==> config.mk <==
export PLATFORM = sky130hd
export DESIGN_NAME = rv_core_top
export DESIGN_NICKNAME = d
export VERILOG_FILES = /design/src/core_pkg.sv /design/src/fetch_unit.sv /design/src/inst_decoder.sv /design/src/reg_file.sv /design/src/execute_unit.sv /design/src/pipeline_ctrl.sv /design/src/rv_core_top.sv
export SDC_FILE = /design/constraint.sdc
export NUM_CORES = 2
export LEC_CHECK = 0
export BUFFER_PORTS_ARGS = -buffer_cell sky130_fd_sc_hd__buf_2
export CAP_MARGIN = 20
export CELL_PAD_IN_SITES_DETAIL_PLACEMENT = 1
export CELL_PAD_IN_SITES_GLOBAL_PLACEMENT = 1
export CORE_ASPECT_RATIO = 2
export CORE_MARGIN = 4
export CORE_UTILIZATION = 35
export CTS_CLUSTER_DIAMETER = 40
export DETAILED_ROUTE_END_ITERATION = 7
export GPL_TIMING_DRIVEN = 1
export PLACE_DENSITY = 0.57
export SLEW_MARGIN = 10
export SYNTH_ARGS = -nofsm -noshare
export SYNTH_HDL_FRONTEND = slang
export SYNTH_SLANG_ARGS = --single-unit
==> constraint.sdc <==
create_clock -name clk -period 12.1 [get_ports clk]
set_clock_uncertainty 0.15 [all_clocks]
set_input_delay 0.605 -clock clk [delete_from_list [all_inputs] [get_ports clk]]
set_output_delay 0.605 -clock clk [all_outputs]
set_load 0.01 [all_outputs]
==> src/core_pkg.sv <==
`default_nettype none

package core_pkg;

    localparam int XLEN       = 32;
    localparam int REG_ADDR_W = 5;

    localparam logic [XLEN-1:0] RESET_PC = 32'h0000_0000;

    // major opcodes
    localparam logic [6:0] OPC_LUI    = 7'b0110111;
    localparam logic [6:0] OPC_OP_IMM = 7'b0010011;
    localparam logic [6:0] OPC_OP     = 7'b0110011;
    localparam logic [6:0] OPC_BRANCH = 7'b1100011;
    localparam logic [6:0] OPC_JAL    = 7'b1101111;
    localparam logic [6:0] OPC_JALR   = 7'b1100111;
    localparam logic [6:0] OPC_SYSTEM = 7'b1110011;

    // funct3 of register and immediate arithmetic
    localparam logic [2:0] F3_ADD = 3'b000;
    localparam logic [2:0] F3_SLT = 3'b010;
    localparam logic [2:0] F3_XOR = 3'b100;
    localparam logic [2:0] F3_OR  = 3'b110;
    localparam logic [2:0] F3_AND = 3'b111;

    // funct3 of branches and jalr
    localparam logic [2:0] F3_BEQ  = 3'b000;
    localparam logic [2:0] F3_BNE  = 3'b001;
    localparam logic [2:0] F3_BLT  = 3'b100;
    localparam logic [2:0] F3_JALR = 3'b000;

    localparam logic [6:0] F7_BASE = 7'b0000000;
    localparam logic [6:0] F7_SUB  = 7'b0100000;

    localparam logic [31:0] INST_ECALL = 32'h0000_0073;

    typedef enum logic [3:0] {
        op_alu_reg,
        op_alu_imm,
        op_lui,
        op_branch,
        op_jal,
        op_jalr,
        op_ecall,
        op_illegal
    } op_e;

    typedef enum logic [2:0] {
        alu_add,
        alu_sub,
        alu_and,
        alu_or,
        alu_xor,
        alu_slt
    } alu_op_e;

    typedef enum logic [1:0] {
        br_eq,
        br_ne,
        br_lt
    } br_cond_e;

endpackage

`default_nettype wire

==> src/fetch_unit.sv <==
`default_nettype none
`timescale 1ns/1ps

module fetch_unit (
    input  logic                      clk,
    input  logic                      rst_i,
    input  logic                      run_i,
    input  logic                      redirect_i,
    input  logic [core_pkg::XLEN-1:0] redirect_pc_i,
    output logic                      imem_req_o,
    output logic [core_pkg::XLEN-1:0] imem_addr_o
);
    import core_pkg::*;

    // pc is the address of the request on the port this cycle
    always_ff @(posedge clk) begin
        if (rst_i) begin
            imem_req_o  <= 1'b0;
            imem_addr_o <= RESET_PC;
        end else begin
            imem_req_o <= run_i;
            if (redirect_i) begin
                imem_addr_o <= redirect_pc_i;
            end else if (imem_req_o) begin
                imem_addr_o <= imem_addr_o + XLEN'(4);
            end
        end
    end

endmodule

`default_nettype wire

==> src/inst_decoder.sv <==
`default_nettype none
`timescale 1ns/1ps

module inst_decoder (
    input  logic [31:0]                     inst_i,
    output core_pkg::op_e                   op_o,
    output core_pkg::alu_op_e               alu_op_o,
    output core_pkg::br_cond_e              br_cond_o,
    output logic [core_pkg::REG_ADDR_W-1:0] rd_o,
    output logic [core_pkg::REG_ADDR_W-1:0] rs1_o,
    output logic [core_pkg::REG_ADDR_W-1:0] rs2_o,
    output logic [core_pkg::XLEN-1:0]       imm_o
);
    import core_pkg::*;

    logic [6:0]      opcode;
    logic [2:0]      funct3;
    logic [6:0]      funct7;
    logic [XLEN-1:0] imm_i;
    logic [XLEN-1:0] imm_u;
    logic [XLEN-1:0] imm_b;
    logic [XLEN-1:0] imm_j;
    alu_op_e         f3_alu;
    logic            f3_ok;

    assign opcode = inst_i[6:0];
    assign funct3 = inst_i[14:12];
    assign funct7 = inst_i[31:25];
    assign rd_o   = inst_i[11:7];
    assign rs1_o  = inst_i[19:15];
    assign rs2_o  = inst_i[24:20];

    assign imm_i = {{20{inst_i[31]}}, inst_i[31:20]};
    assign imm_u = {inst_i[31:12], 12'b0};
    assign imm_b = {{19{inst_i[31]}}, inst_i[31], inst_i[7], inst_i[30:25], inst_i[11:8], 1'b0};
    assign imm_j = {{11{inst_i[31]}}, inst_i[31], inst_i[19:12], inst_i[20], inst_i[30:21], 1'b0};

    // shared by register and immediate arithmetic
    always_comb begin
        f3_ok = 1'b1;
        case (funct3)
            F3_ADD: f3_alu = alu_add;
            F3_SLT: f3_alu = alu_slt;
            F3_XOR: f3_alu = alu_xor;
            F3_OR:  f3_alu = alu_or;
            F3_AND: f3_alu = alu_and;
            default: begin
                f3_alu = alu_add;
                f3_ok  = 1'b0;
            end
        endcase
    end

    always_comb begin
        op_o      = op_illegal;
        alu_op_o  = f3_alu;
        br_cond_o = br_eq;
        imm_o     = imm_i;
        case (opcode)
            OPC_OP: begin
                if (funct7 == F7_SUB && funct3 == F3_ADD) begin
                    op_o     = op_alu_reg;
                    alu_op_o = alu_sub;
                end else if (funct7 == F7_BASE && f3_ok) begin
                    op_o = op_alu_reg;
                end
            end
            OPC_OP_IMM: begin
                if (f3_ok) begin
                    op_o = op_alu_imm;
                end
            end
            OPC_LUI: begin
                op_o  = op_lui;
                imm_o = imm_u;
            end
            OPC_BRANCH: begin
                imm_o = imm_b;
                op_o  = op_branch;
                case (funct3)
                    F3_BEQ:  br_cond_o = br_eq;
                    F3_BNE:  br_cond_o = br_ne;
                    F3_BLT:  br_cond_o = br_lt;
                    default: op_o = op_illegal;
                endcase
            end
            OPC_JAL: begin
                op_o  = op_jal;
                imm_o = imm_j;
            end
            OPC_JALR: begin
                if (funct3 == F3_JALR) begin
                    op_o = op_jalr;
                end
            end
            OPC_SYSTEM: begin
                if (inst_i == INST_ECALL) begin
                    op_o = op_ecall;
                end
            end
            default: op_o = op_illegal;
        endcase
    end

endmodule

`default_nettype wire

==> src/reg_file.sv <==
`default_nettype none
`timescale 1ns/1ps

module reg_file (
    input  logic                            clk,
    input  logic [core_pkg::REG_ADDR_W-1:0] rs1_i,
    input  logic [core_pkg::REG_ADDR_W-1:0] rs2_i,
    input  logic                            we_i,
    input  logic [core_pkg::REG_ADDR_W-1:0] waddr_i,
    input  logic [core_pkg::XLEN-1:0]       wdata_i,
    output logic [core_pkg::XLEN-1:0]       rdata1_o,
    output logic [core_pkg::XLEN-1:0]       rdata2_o
);
    import core_pkg::*;

    // x0 has no storage
    logic [XLEN-1:0] regs [1:31];

    function automatic logic [XLEN-1:0] read_port(input logic [REG_ADDR_W-1:0] addr);
        logic [XLEN-1:0] value;
        if (addr == '0) begin
            value = '0;
        end else if (we_i && waddr_i == addr) begin
            // write-through from write-back
            value = wdata_i;
        end else begin
            value = regs[addr];
        end
        return value;
    endfunction

    always_ff @(posedge clk) begin
        if (we_i && waddr_i != '0) begin
            regs[waddr_i] <= wdata_i;
        end
    end

    assign rdata1_o = read_port(rs1_i);
    assign rdata2_o = read_port(rs2_i);

endmodule

`default_nettype wire

==> src/execute_unit.sv <==
`default_nettype none
`timescale 1ns/1ps

module execute_unit (
    input  logic                            clk,
    input  logic                            rst_i,
    input  logic                            dec_valid_i,
    input  logic [core_pkg::XLEN-1:0]       pc_i,
    input  core_pkg::op_e                   op_i,
    input  core_pkg::alu_op_e               alu_op_i,
    input  core_pkg::br_cond_e              br_cond_i,
    input  logic [core_pkg::REG_ADDR_W-1:0] rd_i,
    input  logic [core_pkg::REG_ADDR_W-1:0] rs1_i,
    input  logic [core_pkg::REG_ADDR_W-1:0] rs2_i,
    input  logic [core_pkg::XLEN-1:0]       imm_i,
    input  logic [core_pkg::XLEN-1:0]       rdata1_i,
    input  logic [core_pkg::XLEN-1:0]       rdata2_i,
    input  logic                            flush_i,
    output logic                            taken_o,
    output logic [core_pkg::XLEN-1:0]       target_o,
    output logic                            ex_ecall_o,
    output logic                            wb_valid_o,
    output logic [core_pkg::REG_ADDR_W-1:0] wb_rd_o,
    output logic [core_pkg::XLEN-1:0]       wb_data_o,
    output logic                            wb_ecall_o
);
    import core_pkg::*;

    logic                  ex_valid;
    logic [XLEN-1:0]       ex_pc;
    op_e                   ex_op;
    alu_op_e               ex_alu_op;
    br_cond_e              ex_br_cond;
    logic [REG_ADDR_W-1:0] ex_rd;
    logic [XLEN-1:0]       ex_imm;
    logic [XLEN-1:0]       ex_src1;
    logic [XLEN-1:0]       ex_src2;

    logic                  ex_wen;
    logic                  br_hit;
    logic [XLEN-1:0]       alu_b;
    logic [XLEN-1:0]       alu_res;
    logic [XLEN-1:0]       ex_result;
    logic [XLEN-1:0]       fwd1;
    logic [XLEN-1:0]       fwd2;

    assign ex_wen = ex_valid && ex_rd != '0 &&
                    ex_op inside {op_alu_reg, op_alu_imm, op_lui, op_jal, op_jalr};

    // execute result bypasses the register read of the next instruction
    assign fwd1 = (ex_wen && ex_rd == rs1_i) ? ex_result : rdata1_i;
    assign fwd2 = (ex_wen && ex_rd == rs2_i) ? ex_result : rdata2_i;

    always_ff @(posedge clk) begin
        if (rst_i) begin
            ex_valid <= 1'b0;
        end else begin
            ex_valid <= dec_valid_i && !flush_i;
        end
    end

    always_ff @(posedge clk) begin
        ex_pc      <= pc_i;
        ex_op      <= op_i;
        ex_alu_op  <= alu_op_i;
        ex_br_cond <= br_cond_i;
        ex_rd      <= rd_i;
        ex_imm     <= imm_i;
        ex_src1    <= fwd1;
        ex_src2    <= fwd2;
    end

    assign alu_b = (ex_op == op_alu_reg) ? ex_src2 : ex_imm;

    always_comb begin
        case (ex_alu_op)
            alu_sub: alu_res = ex_src1 - alu_b;
            alu_and: alu_res = ex_src1 & alu_b;
            alu_or:  alu_res = ex_src1 | alu_b;
            alu_xor: alu_res = ex_src1 ^ alu_b;
            alu_slt: alu_res = XLEN'($signed(ex_src1) < $signed(alu_b));
            default: alu_res = ex_src1 + alu_b;
        endcase
    end

    always_comb begin
        case (ex_op)
            op_lui:          ex_result = ex_imm;
            op_jal, op_jalr: ex_result = ex_pc + XLEN'(4);
            default:         ex_result = alu_res;
        endcase
    end

    always_comb begin
        case (ex_br_cond)
            br_ne:   br_hit = ex_src1 != ex_src2;
            br_lt:   br_hit = $signed(ex_src1) < $signed(ex_src2);
            default: br_hit = ex_src1 == ex_src2;
        endcase
    end

    assign taken_o = ex_valid &&
                     (ex_op == op_jal || ex_op == op_jalr || (ex_op == op_branch && br_hit));
    assign target_o = (ex_op == op_jalr) ? ((ex_src1 + ex_imm) & ~XLEN'(1)) : ex_pc + ex_imm;
    assign ex_ecall_o = ex_valid && ex_op == op_ecall;

    always_ff @(posedge clk) begin
        if (rst_i) begin
            wb_valid_o <= 1'b0;
            wb_ecall_o <= 1'b0;
        end else begin
            wb_valid_o <= ex_wen;
            wb_ecall_o <= ex_ecall_o;
        end
    end

    always_ff @(posedge clk) begin
        wb_rd_o   <= ex_rd;
        wb_data_o <= ex_result;
    end

    // both fetches behind a redirect must be dropped before execute
    assert property (@(posedge clk) disable iff (rst_i)
        taken_o |=> !ex_valid ##1 !ex_valid);

    // only killed responses may carry unknown encodings
    assert property (@(posedge clk) disable iff (rst_i)
        dec_valid_i && !flush_i |-> op_i != op_illegal);

endmodule

`default_nettype wire

==> src/pipeline_ctrl.sv <==
`default_nettype none
`timescale 1ns/1ps

module pipeline_ctrl (
    input  logic                      clk,
    input  logic                      rst_i,
    input  logic                      req_i,
    input  logic [core_pkg::XLEN-1:0] req_pc_i,
    input  logic                      imem_rsp_i,
    input  logic                      taken_i,
    input  logic                      ex_ecall_i,
    input  logic                      wb_ecall_i,
    output logic [core_pkg::XLEN-1:0] rsp_pc_o,
    output logic                      dec_valid_o,
    output logic                      flush_o,
    output logic                      run_o,
    output logic                      exit_o
);

    logic taken_q;
    logic halt_q;
    logic exit_q;

    always_ff @(posedge clk) begin
        if (rst_i) begin
            taken_q <= 1'b0;
            halt_q  <= 1'b0;
            exit_q  <= 1'b0;
        end else begin
            taken_q <= taken_i;
            if (ex_ecall_i) begin
                halt_q <= 1'b1;
            end
            if (wb_ecall_i) begin
                exit_q <= 1'b1;
            end
        end
    end

    // pc of the response arriving next cycle
    always_ff @(posedge clk) begin
        rsp_pc_o <= req_pc_i;
    end

    // response in decode is younger than the redirecting instruction
    assign flush_o = taken_i || ex_ecall_i;

    // taken_q kills the fetch issued in the redirect cycle
    assign dec_valid_o = imem_rsp_i && !taken_q && !halt_q;

    assign run_o  = !halt_q && !ex_ecall_i;
    assign exit_o = exit_q || wb_ecall_i;

    assert property (@(posedge clk) disable iff (rst_i) req_i |=> imem_rsp_i);
    assert property (@(posedge clk) disable iff (rst_i) imem_rsp_i |-> $past(req_i));

endmodule

`default_nettype wire

==> src/rv_core_top.sv <==
`default_nettype none
`timescale 1ns/1ps

module rv_core_top (
    input  logic                            clk,
    input  logic                            rst_i,
    output logic                            imem_req_o,
    output logic [core_pkg::XLEN-1:0]       imem_addr_o,
    input  logic                            imem_rsp_i,
    input  logic [31:0]                     imem_inst_i,
    output logic                            ret_valid_o,
    output logic [core_pkg::REG_ADDR_W-1:0] ret_rd_o,
    output logic [core_pkg::XLEN-1:0]       ret_data_o,
    output logic                            exit_o
);
    import core_pkg::*;

    logic                  run;
    logic                  taken;
    logic [XLEN-1:0]       target;
    logic [XLEN-1:0]       rsp_pc;
    logic                  dec_valid;
    logic                  flush;
    op_e                   dec_op;
    alu_op_e               dec_alu_op;
    br_cond_e              dec_br_cond;
    logic [REG_ADDR_W-1:0] dec_rd;
    logic [REG_ADDR_W-1:0] dec_rs1;
    logic [REG_ADDR_W-1:0] dec_rs2;
    logic [XLEN-1:0]       dec_imm;
    logic [XLEN-1:0]       rdata1;
    logic [XLEN-1:0]       rdata2;
    logic                  ex_ecall;
    logic                  wb_valid;
    logic [REG_ADDR_W-1:0] wb_rd;
    logic [XLEN-1:0]       wb_data;
    logic                  wb_ecall;

    assign ret_valid_o = wb_valid;
    assign ret_rd_o    = wb_rd;
    assign ret_data_o  = wb_data;

    fetch_unit i_fetch_unit (
        .clk           (clk),
        .rst_i         (rst_i),
        .run_i         (run),
        .redirect_i    (taken),
        .redirect_pc_i (target),
        .imem_req_o    (imem_req_o),
        .imem_addr_o   (imem_addr_o)
    );

    pipeline_ctrl i_pipeline_ctrl (
        .clk         (clk),
        .rst_i       (rst_i),
        .req_i       (imem_req_o),
        .req_pc_i    (imem_addr_o),
        .imem_rsp_i  (imem_rsp_i),
        .taken_i     (taken),
        .ex_ecall_i  (ex_ecall),
        .wb_ecall_i  (wb_ecall),
        .rsp_pc_o    (rsp_pc),
        .dec_valid_o (dec_valid),
        .flush_o     (flush),
        .run_o       (run),
        .exit_o      (exit_o)
    );

    inst_decoder i_inst_decoder (
        .inst_i    (imem_inst_i),
        .op_o      (dec_op),
        .alu_op_o  (dec_alu_op),
        .br_cond_o (dec_br_cond),
        .rd_o      (dec_rd),
        .rs1_o     (dec_rs1),
        .rs2_o     (dec_rs2),
        .imm_o     (dec_imm)
    );

    reg_file i_reg_file (
        .clk      (clk),
        .rs1_i    (dec_rs1),
        .rs2_i    (dec_rs2),
        .we_i     (wb_valid),
        .waddr_i  (wb_rd),
        .wdata_i  (wb_data),
        .rdata1_o (rdata1),
        .rdata2_o (rdata2)
    );

    execute_unit i_execute_unit (
        .clk         (clk),
        .rst_i       (rst_i),
        .dec_valid_i (dec_valid),
        .pc_i        (rsp_pc),
        .op_i        (dec_op),
        .alu_op_i    (dec_alu_op),
        .br_cond_i   (dec_br_cond),
        .rd_i        (dec_rd),
        .rs1_i       (dec_rs1),
        .rs2_i       (dec_rs2),
        .imm_i       (dec_imm),
        .rdata1_i    (rdata1),
        .rdata2_i    (rdata2),
        .flush_i     (flush),
        .taken_o     (taken),
        .target_o    (target),
        .ex_ecall_o  (ex_ecall),
        .wb_valid_o  (wb_valid),
        .wb_rd_o     (wb_rd),
        .wb_data_o   (wb_data),
        .wb_ecall_o  (wb_ecall)
    );

endmodule

`default_nettype wire

**Word level (Yosys, flattened, before mapping)**

Memory sizes are Yosys's and may differ from the RTL's.
Index checks and enable logic that the tools add are counted.

- Bits in writable memories: 992
- Flip-flop bits (word level): 250
- Bits of input ports: 35
- Word-level logic and storage cells: 128
- Output and inout port bits: 72
- Memories kept: 1

- Add/sub/neg operators: 6
- Bitwise operators: 3
- Order comparisons: 2
- Muxes and demuxes: 28
- Eq/ne operators: 33
- Reduce and logical (&&, ||, !) cells: 36

Memory list:

| name | depth | width | rd ports | clocked after Yosys merged registers in | write ports | line | source |
|---|---|---|---|---|---|---|---|
| i_reg_file.regs | 31 | 32 | 2 | 0 | 1 | reg_file.sv:17 | `logic [XLEN-1:0] regs [1:31];` |

Operators with widths:

| operator | count |
|---|---|
| $mux W32 | 10 |
| $pmux W32 S5 | 1 |
| $add A32 B32 Y32 | 3 |
| $pmux W31 S3 | 1 |
| $add A32 B3 Y32 const B | 2 |
| $lt A32 B32 Y1 | 2 |
| $pmux W32 S2 | 1 |
| $and A32 B32 Y32 | 1 |
| $eq A32 B32 Y1 | 1 |
| $eq A32 B7 Y1 const B | 1 |
| $ne A32 B32 Y1 | 1 |
| $or A32 B32 Y32 | 1 |
| $sub A32 B32 Y32 | 1 |
| $xor A32 B32 Y32 | 1 |
| $eq A7 B7 Y1 const B | 4 |
| $pmux W4 S7 | 1 |
| $eq A7 B6 Y1 const B | 3 |
| $eq A5 B5 Y1 | 4 |
| $logic_and A1 B1 Y1 | 16 |
| $eq A3 B3 Y1 const B | 5 |
| $mux W3 | 5 |
| $reduce_bool A5 Y1 | 3 |
| $eq A4 B3 Y1 const B | 3 |
| $pmux W3 S4 | 1 |
| 22 further kinds | 36 |

**Depth between registers and ports, before layout**

- Depth after elaboration: 8
- Depth in mapped cells: 16
- Mapped depth without buffers: 14

**Hierarchy**

From an unflattened synthesis, not the netlist that was laid out.

- Cell total of the unflattened synthesis: 5161
- Area, all modules: 66488.8 um2

By module, submodules not included:

| module | seq. area each (um2) | area each (um2) | times used | cells each |
|---|---|---|---|---|
| reg_file | 29788.6 | 47200.3 | 1 | 2759 |
| execute_unit | 3643.5 | 15797.7 | 1 | 2001 |
| fetch_unit | 660.6 | 1919.3 | 1 | 236 |
| inst_decoder | 0.0 | 815.8 | 1 | 123 |
| pipeline_ctrl | 700.7 | 755.7 | 1 | 42 |

**Worst setup path before layout**

OpenSTA, ideal clock, no wires.

- Kind: register to register
- From: register i_execute_unit.ex_op[1]
- To: register i_execute_unit.ex_src2[18]
- Data required time: 11.813 ns
- Slack: 8.007 ns
- Data arrival time: 3.806 ns
- Period minus slack after synthesis: 4.093 ns
- Path buffers: 1
- Setup time: 0.137 ns
- Cell stages (with the launch flop): 16
- Cell sequence: dfxtp_1 nor3_1 clkbuf_1 mux2_2 ha_1 fa_1 a211oi_1 o211ai_1 nand3_1 a211oi_2 a311oi_1 xnor2_1 nand2_1 nand3_1 a221oi_1 o22ai_1

- Longest elaborated chain between the ends: 6
- Elaborated cells between the ends (all ways): 18
- Those cells by class: add/sub: 2; eq/ne: 4; mux: 4; bitwise: 3; reduce/logical: 5

RTL lines:

| what | line | source |
|---|---|---|
| start: declaration | execute_unit.sv:31 | `op_e ex_op;` |
| start signal: assignment | execute_unit.sv:64 | `ex_op <= op_i;` |
| $logic_not A4 Y1 | execute_unit.sv:48, execute_unit.sv:73 |  |
| $mux W32 | execute_unit.sv:73 | `assign alu_b = (ex_op == op_alu_reg) ? ex_src2 : ex_imm;` |
| $add A32 B32 Y32, or another cell as far along | execute_unit.sv:82 | `default: alu_res = ex_src1 + alu_b;` |
| $pmux W32 S5 | execute_unit.sv:76 | `case (ex_alu_op)` |
| $pmux W32 S2 | execute_unit.sv:87 | `case (ex_op)` |
| $mux W32 (*) | execute_unit.sv:52 | `assign fwd2 = (ex_wen && ex_rd == rs2_i) ? ex_result : rdata2_i;` |
| named net i_execute_unit.fwd2[18] | execute_unit.sv:45 | `logic [XLEN-1:0] fwd2;` |
| end signal: assignment | execute_unit.sv:70 | `ex_src2 <= fwd2;` |
| end: declaration | execute_unit.sv:37 | `logic [XLEN-1:0] ex_src2;` |

The timed path passes the listed nets; every way through them passes the cells marked *.
A chain may end at the register's enable or synchronous reset.

**Final worst setup path**

- From: register i_execute_unit.ex_op[1]
- To: register i_execute_unit.ex_src1[0]

- Longest elaborated chain between the ends: 6
- Elaborated cells between the ends (all ways): 19
- Those cells by class: add/sub: 2; order compare: 1; eq/ne: 4; mux: 4; bitwise: 3; reduce/logical: 5

RTL lines:

| what | line | source |
|---|---|---|
| $logic_not A4 Y1 | execute_unit.sv:48, execute_unit.sv:73 |  |
| $mux W32 | execute_unit.sv:73 |  |
| $add A32 B32 Y32, or another cell as far along | execute_unit.sv:82 |  |
| $pmux W32 S5 | execute_unit.sv:76 |  |
| $pmux W32 S2 | execute_unit.sv:87 |  |
| $mux W32 (*) | execute_unit.sv:51 | `assign fwd1 = (ex_wen && ex_rd == rs1_i) ? ex_result : rdata1_i;` |
| named net i_execute_unit.fwd1[0] | execute_unit.sv:44 | `logic [XLEN-1:0] fwd1;` |
| end signal: assignment | execute_unit.sv:69 | `ex_src1 <= fwd1;` |
| end: declaration | execute_unit.sv:36 | `logic [XLEN-1:0] ex_src1;` |

Marked as above.

==> results.py <==
metrics = {
    "run_status": {
        "status": "finished clean",
    },
    "synth": {
        "yosysSeqAreaShare_pct": 53.9,
        "yosysWarnings": 0,
        "synth_top_area_share_pct": 46.1,
        "ys_ff_latch": 1241,
        "synth_xor_area_share_pct": 2.13,
        "synth-simple-area-share_pct": 6.07,
        "synthAdderAreaFrac_pct": 3.86,
        "syn_avg_cell_area_um2": 13.8,
        "yosysMostFrequentCell": "edfxtp_1",
        "synthesis.area_mm2": 0.0646,
        "synth_area_leaders": "edfxtp_1 (46%), mux4_2 (17%), dfxtp_1 (7.7%)",
        "synth_ff_type": "edfxtp_1",
        "syn-num-nets": 4922,
        "synth_top_family_by_area": "multiplexers",
        "synth_edf_count": 992,
        "synth_common_cells": "edfxtp_1 (992), mux4_2 (489), a21oi_1 (376)",
        "muxShareOfSynthArea_pct": 20.3,
        "synthCells": 4690,
        "synth-compound-area-share_pct": 10.7,
        "synth_top_area_cell": "edfxtp_1",
        "synth-async-reset-ratio_pct": 0,
        "synth.distinct_cells": 96,
    },
    "placement": {
        "gp_congestion": 0.961,
        "dp_worst_setup_slack_ns": 6.70,
        "io_buffers": 106,
        "hpwl_mm": 168,
    },
    "sta": {
        "worst_slack_ns": 6.61,
        "hold_viol": 0,
        "fmax_mhz": 182,
        "max_slew_margin_pct": 25.3,
        "worst_slew_pin_slew_ns": 1.12,
        "whs_ns": 0.0566,
        "min_period_over_period_pct": 45.3,
        "grt_setup_unrepaired": "false",
        "fin_crit_ns": 5.49,
        "setup_viol": 0,
        "drv_slew": 0,
        "tns_ns": 0,
    },
    "cts": {
        "hold_buffers": 15,
        "post_cts_buffers": 0,
        "clk_latency_ns": 0.83,
        "cts.clk_slew.worst_paths_ns": 0.06,
        "ctsResizeCount": 0,
        "cts-root-buf": "clkbuf_16",
        "clk_path_buf_depth": 4,
        "cts_tree": "done",
        "cts_buffers": 138,
        "cts.sinks": 1241,
        "htreeDepth": 4,
    },
    "global_routing": {
        "grt_max_degree": 98,
        "track_usage_pct": 25.8,
        "grt_pass1_wl_mm": 355,
        "first_global_vias": 48200,
        "overflow": 0,
        "grt_antenna_before_repair": 10,
    },
    "worst_setup_path": {
        "worst_ep_arrival_time_ns": 6.03,
        "cp-end-kind": "flop",
        "critPathKind": "flop to flop",
        "crit_path_start_kind": "flop",
        "crit_fanout": 32,
        "worstPathRequired_ns": 12.64,
    },
    "floorplanning": {
        "num_rows": 222,
        "die_area_mm2": 0.192,
        "die_w_um": 312,
        "fp.dieH_um": 615,
        "io_pins": 107,
        "initial_core_util_pct": 35.3,
        "core_area_mm2": 0.183,
    },
    "cells_and_area": {
        "fillers": 18600,
        "drive_gt1_share_pct": 22.9,
        "fin_nets": 5024,
        "area_growth_pct": 13.1,
    },
    "min_path": {
        "hold_class": "input port to flop",
    },
    "power": {
        "p_leak_uw": 0.0250,
        "power_density_mw_per_mm2": 153,
        "ir_drop_mv": 0.102,
    },
    "drt": {
        "first_pass_iters": 5,
        "antenna_left": 0,
        "drc": 0,
        "vias": 44200,
        "wire_per_inst_um": 34.6,
        "first_iter_violations": 3434,
        "viasPerCell": 6.07,
        "drt_wl_total_mm": 252,
    },
    "flow_run": {
        "max_cap_viol_count": 0,
    },
}
## metrics by stage
step | cells | utilization (%) | instance area (um2) | power, uW
after floorplan | 4690 | - | 64600 | 6200
after global placement | 6982 | 37.2 | 68200 | 6950
after detailed placement | 6986 | 37.3 | 68200 | 6990
after CTS | 7238 | 39.8 | 72900 | 11300
after global routing | 7275 | 39.9 | 73000 | 11600
final | 7283 | 39.9 | 73000 | 11200
## worst max-delay path: stages, from the launching register on
cell and delay, ns:
dfxtp_1 0.36, nor3_2 0.18, buf_4 0.53, mux2_2 0.43, inv_1 0.08, ha_1 0.30, o21bai_1 0.14, a21oi_1 0.37
o21ai_1 0.23, buf_4 0.21, nand3_1 0.07, nand3_1 0.40, o211ai_1 0.45, a21oi_1 0.11, o21ai_0 0.78, a21oi_1 0.27
o22ai_1 0.23
## cell type report
class                           instances  area (um2)  area share, %
Tap cell                             2352        2940           4.03
Multi-Input combinational cell       2955       28100           38.4
Sequential cell                      1241       34800           47.6
Antenna cell                           42         105          0.144
Clock buffer                          159        3620           4.96
Clock inverter                         78         851           1.17
Inverter                              187         704          0.965
Timing Repair Buffer                  269        1950           2.66
## cell usage in the layout (no fill, tap or decap), types with 57 or more instances in the layout
cell / n
buf_2: 98
nand2_1: 240
nor3_1: 73
buf_4: 142
nor2_1: 247
mux2i_1: 134
a21oi_1: 374
inv_1: 181
a211oi_1: 76
nand3_1: 66
o21ai_0: 165
mux2_2: 66
ha_1: 193
mux4_2: 489
dfxtp_1: 248
xnor2_1: 100
clkbuf_16: 140
edfxtp_1: 992
xor2_1: 57
## worst paths after layout
| kind | startpoint | endpoint | slack, ns | cells past startpoint |
|---|---|---|---|---|
| hold / removal | imem_inst_i[24] | i_execute_unit.ex_imm[24] | 0.06 | 3 |
| setup / recovery | i_execute_unit.ex_op[1] | i_execute_unit.ex_src1[0] | 6.61 | 16 |
| setup reg to reg | i_execute_unit.ex_op[1] | i_execute_unit.ex_src1[0] | 6.61 | 16 |
| hold reg to reg | i_pipeline_ctrl.rsp_pc_o[15] | i_execute_unit.ex_pc[15] | 0.17 | 0 |
## where the power goes
group | switching, uW | internal, uW | total, uW | leakage, uW
clock | 1860 | 2420 | 4280 | 0.00217
combinational | 1270 | 614 | 1880 | 0.0118
sequential | 111 | 4930 | 5050 | 0.0110
total | 3240 | 7970 | 11200 | 0.0250
## routing by layer
layer | share of wire [%] | track usage, % | wire length [um] | vias up
met5 | 0.0099 | 0 | 25 | -
met4 | 8.9 | 19.2 | 22400 | 4
met3 | 4.2 | 3.26 | 10700 | 734
met2 | 54 | 48.9 | 136000 | 1495
met1 | 33 | 25.5 | 83100 | 23100
li1 | - | - | - | 18800
## sequential cells by signal (all words and copies together), names as in the netlist, 2 cells and up
name                       cells
i_execute_unit.ex_alu_op       3
i_execute_unit.ex_br_cond      2
i_execute_unit.ex_imm         32
i_execute_unit.ex_op           3
i_execute_unit.ex_pc          32
i_execute_unit.ex_rd           5
i_execute_unit.ex_src1        32
i_execute_unit.ex_src2        32
i_execute_unit.wb_data_o      32
i_execute_unit.wb_rd_o         5
i_fetch_unit.imem_addr_o      32
i_pipeline_ctrl.rsp_pc_o      32
i_reg_file.regs              992
## logic make-up (layout without fill, tap and decap cells)
| group | Yosys count | after routing |
|---|---|---|
| other cells | 0 | 42 |
| mux | 689 | 689 |
| flops | 1241 | 1241 |
| simple gates | 852 | 852 |
| buf+inv | 494 | 693 |
| xor+xnor | 157 | 157 |
| compound gates | 1060 | 1060 |
| fa+ha+maj | 197 | 197 |
No activity file was read; power rests on OpenSTA's default activity.
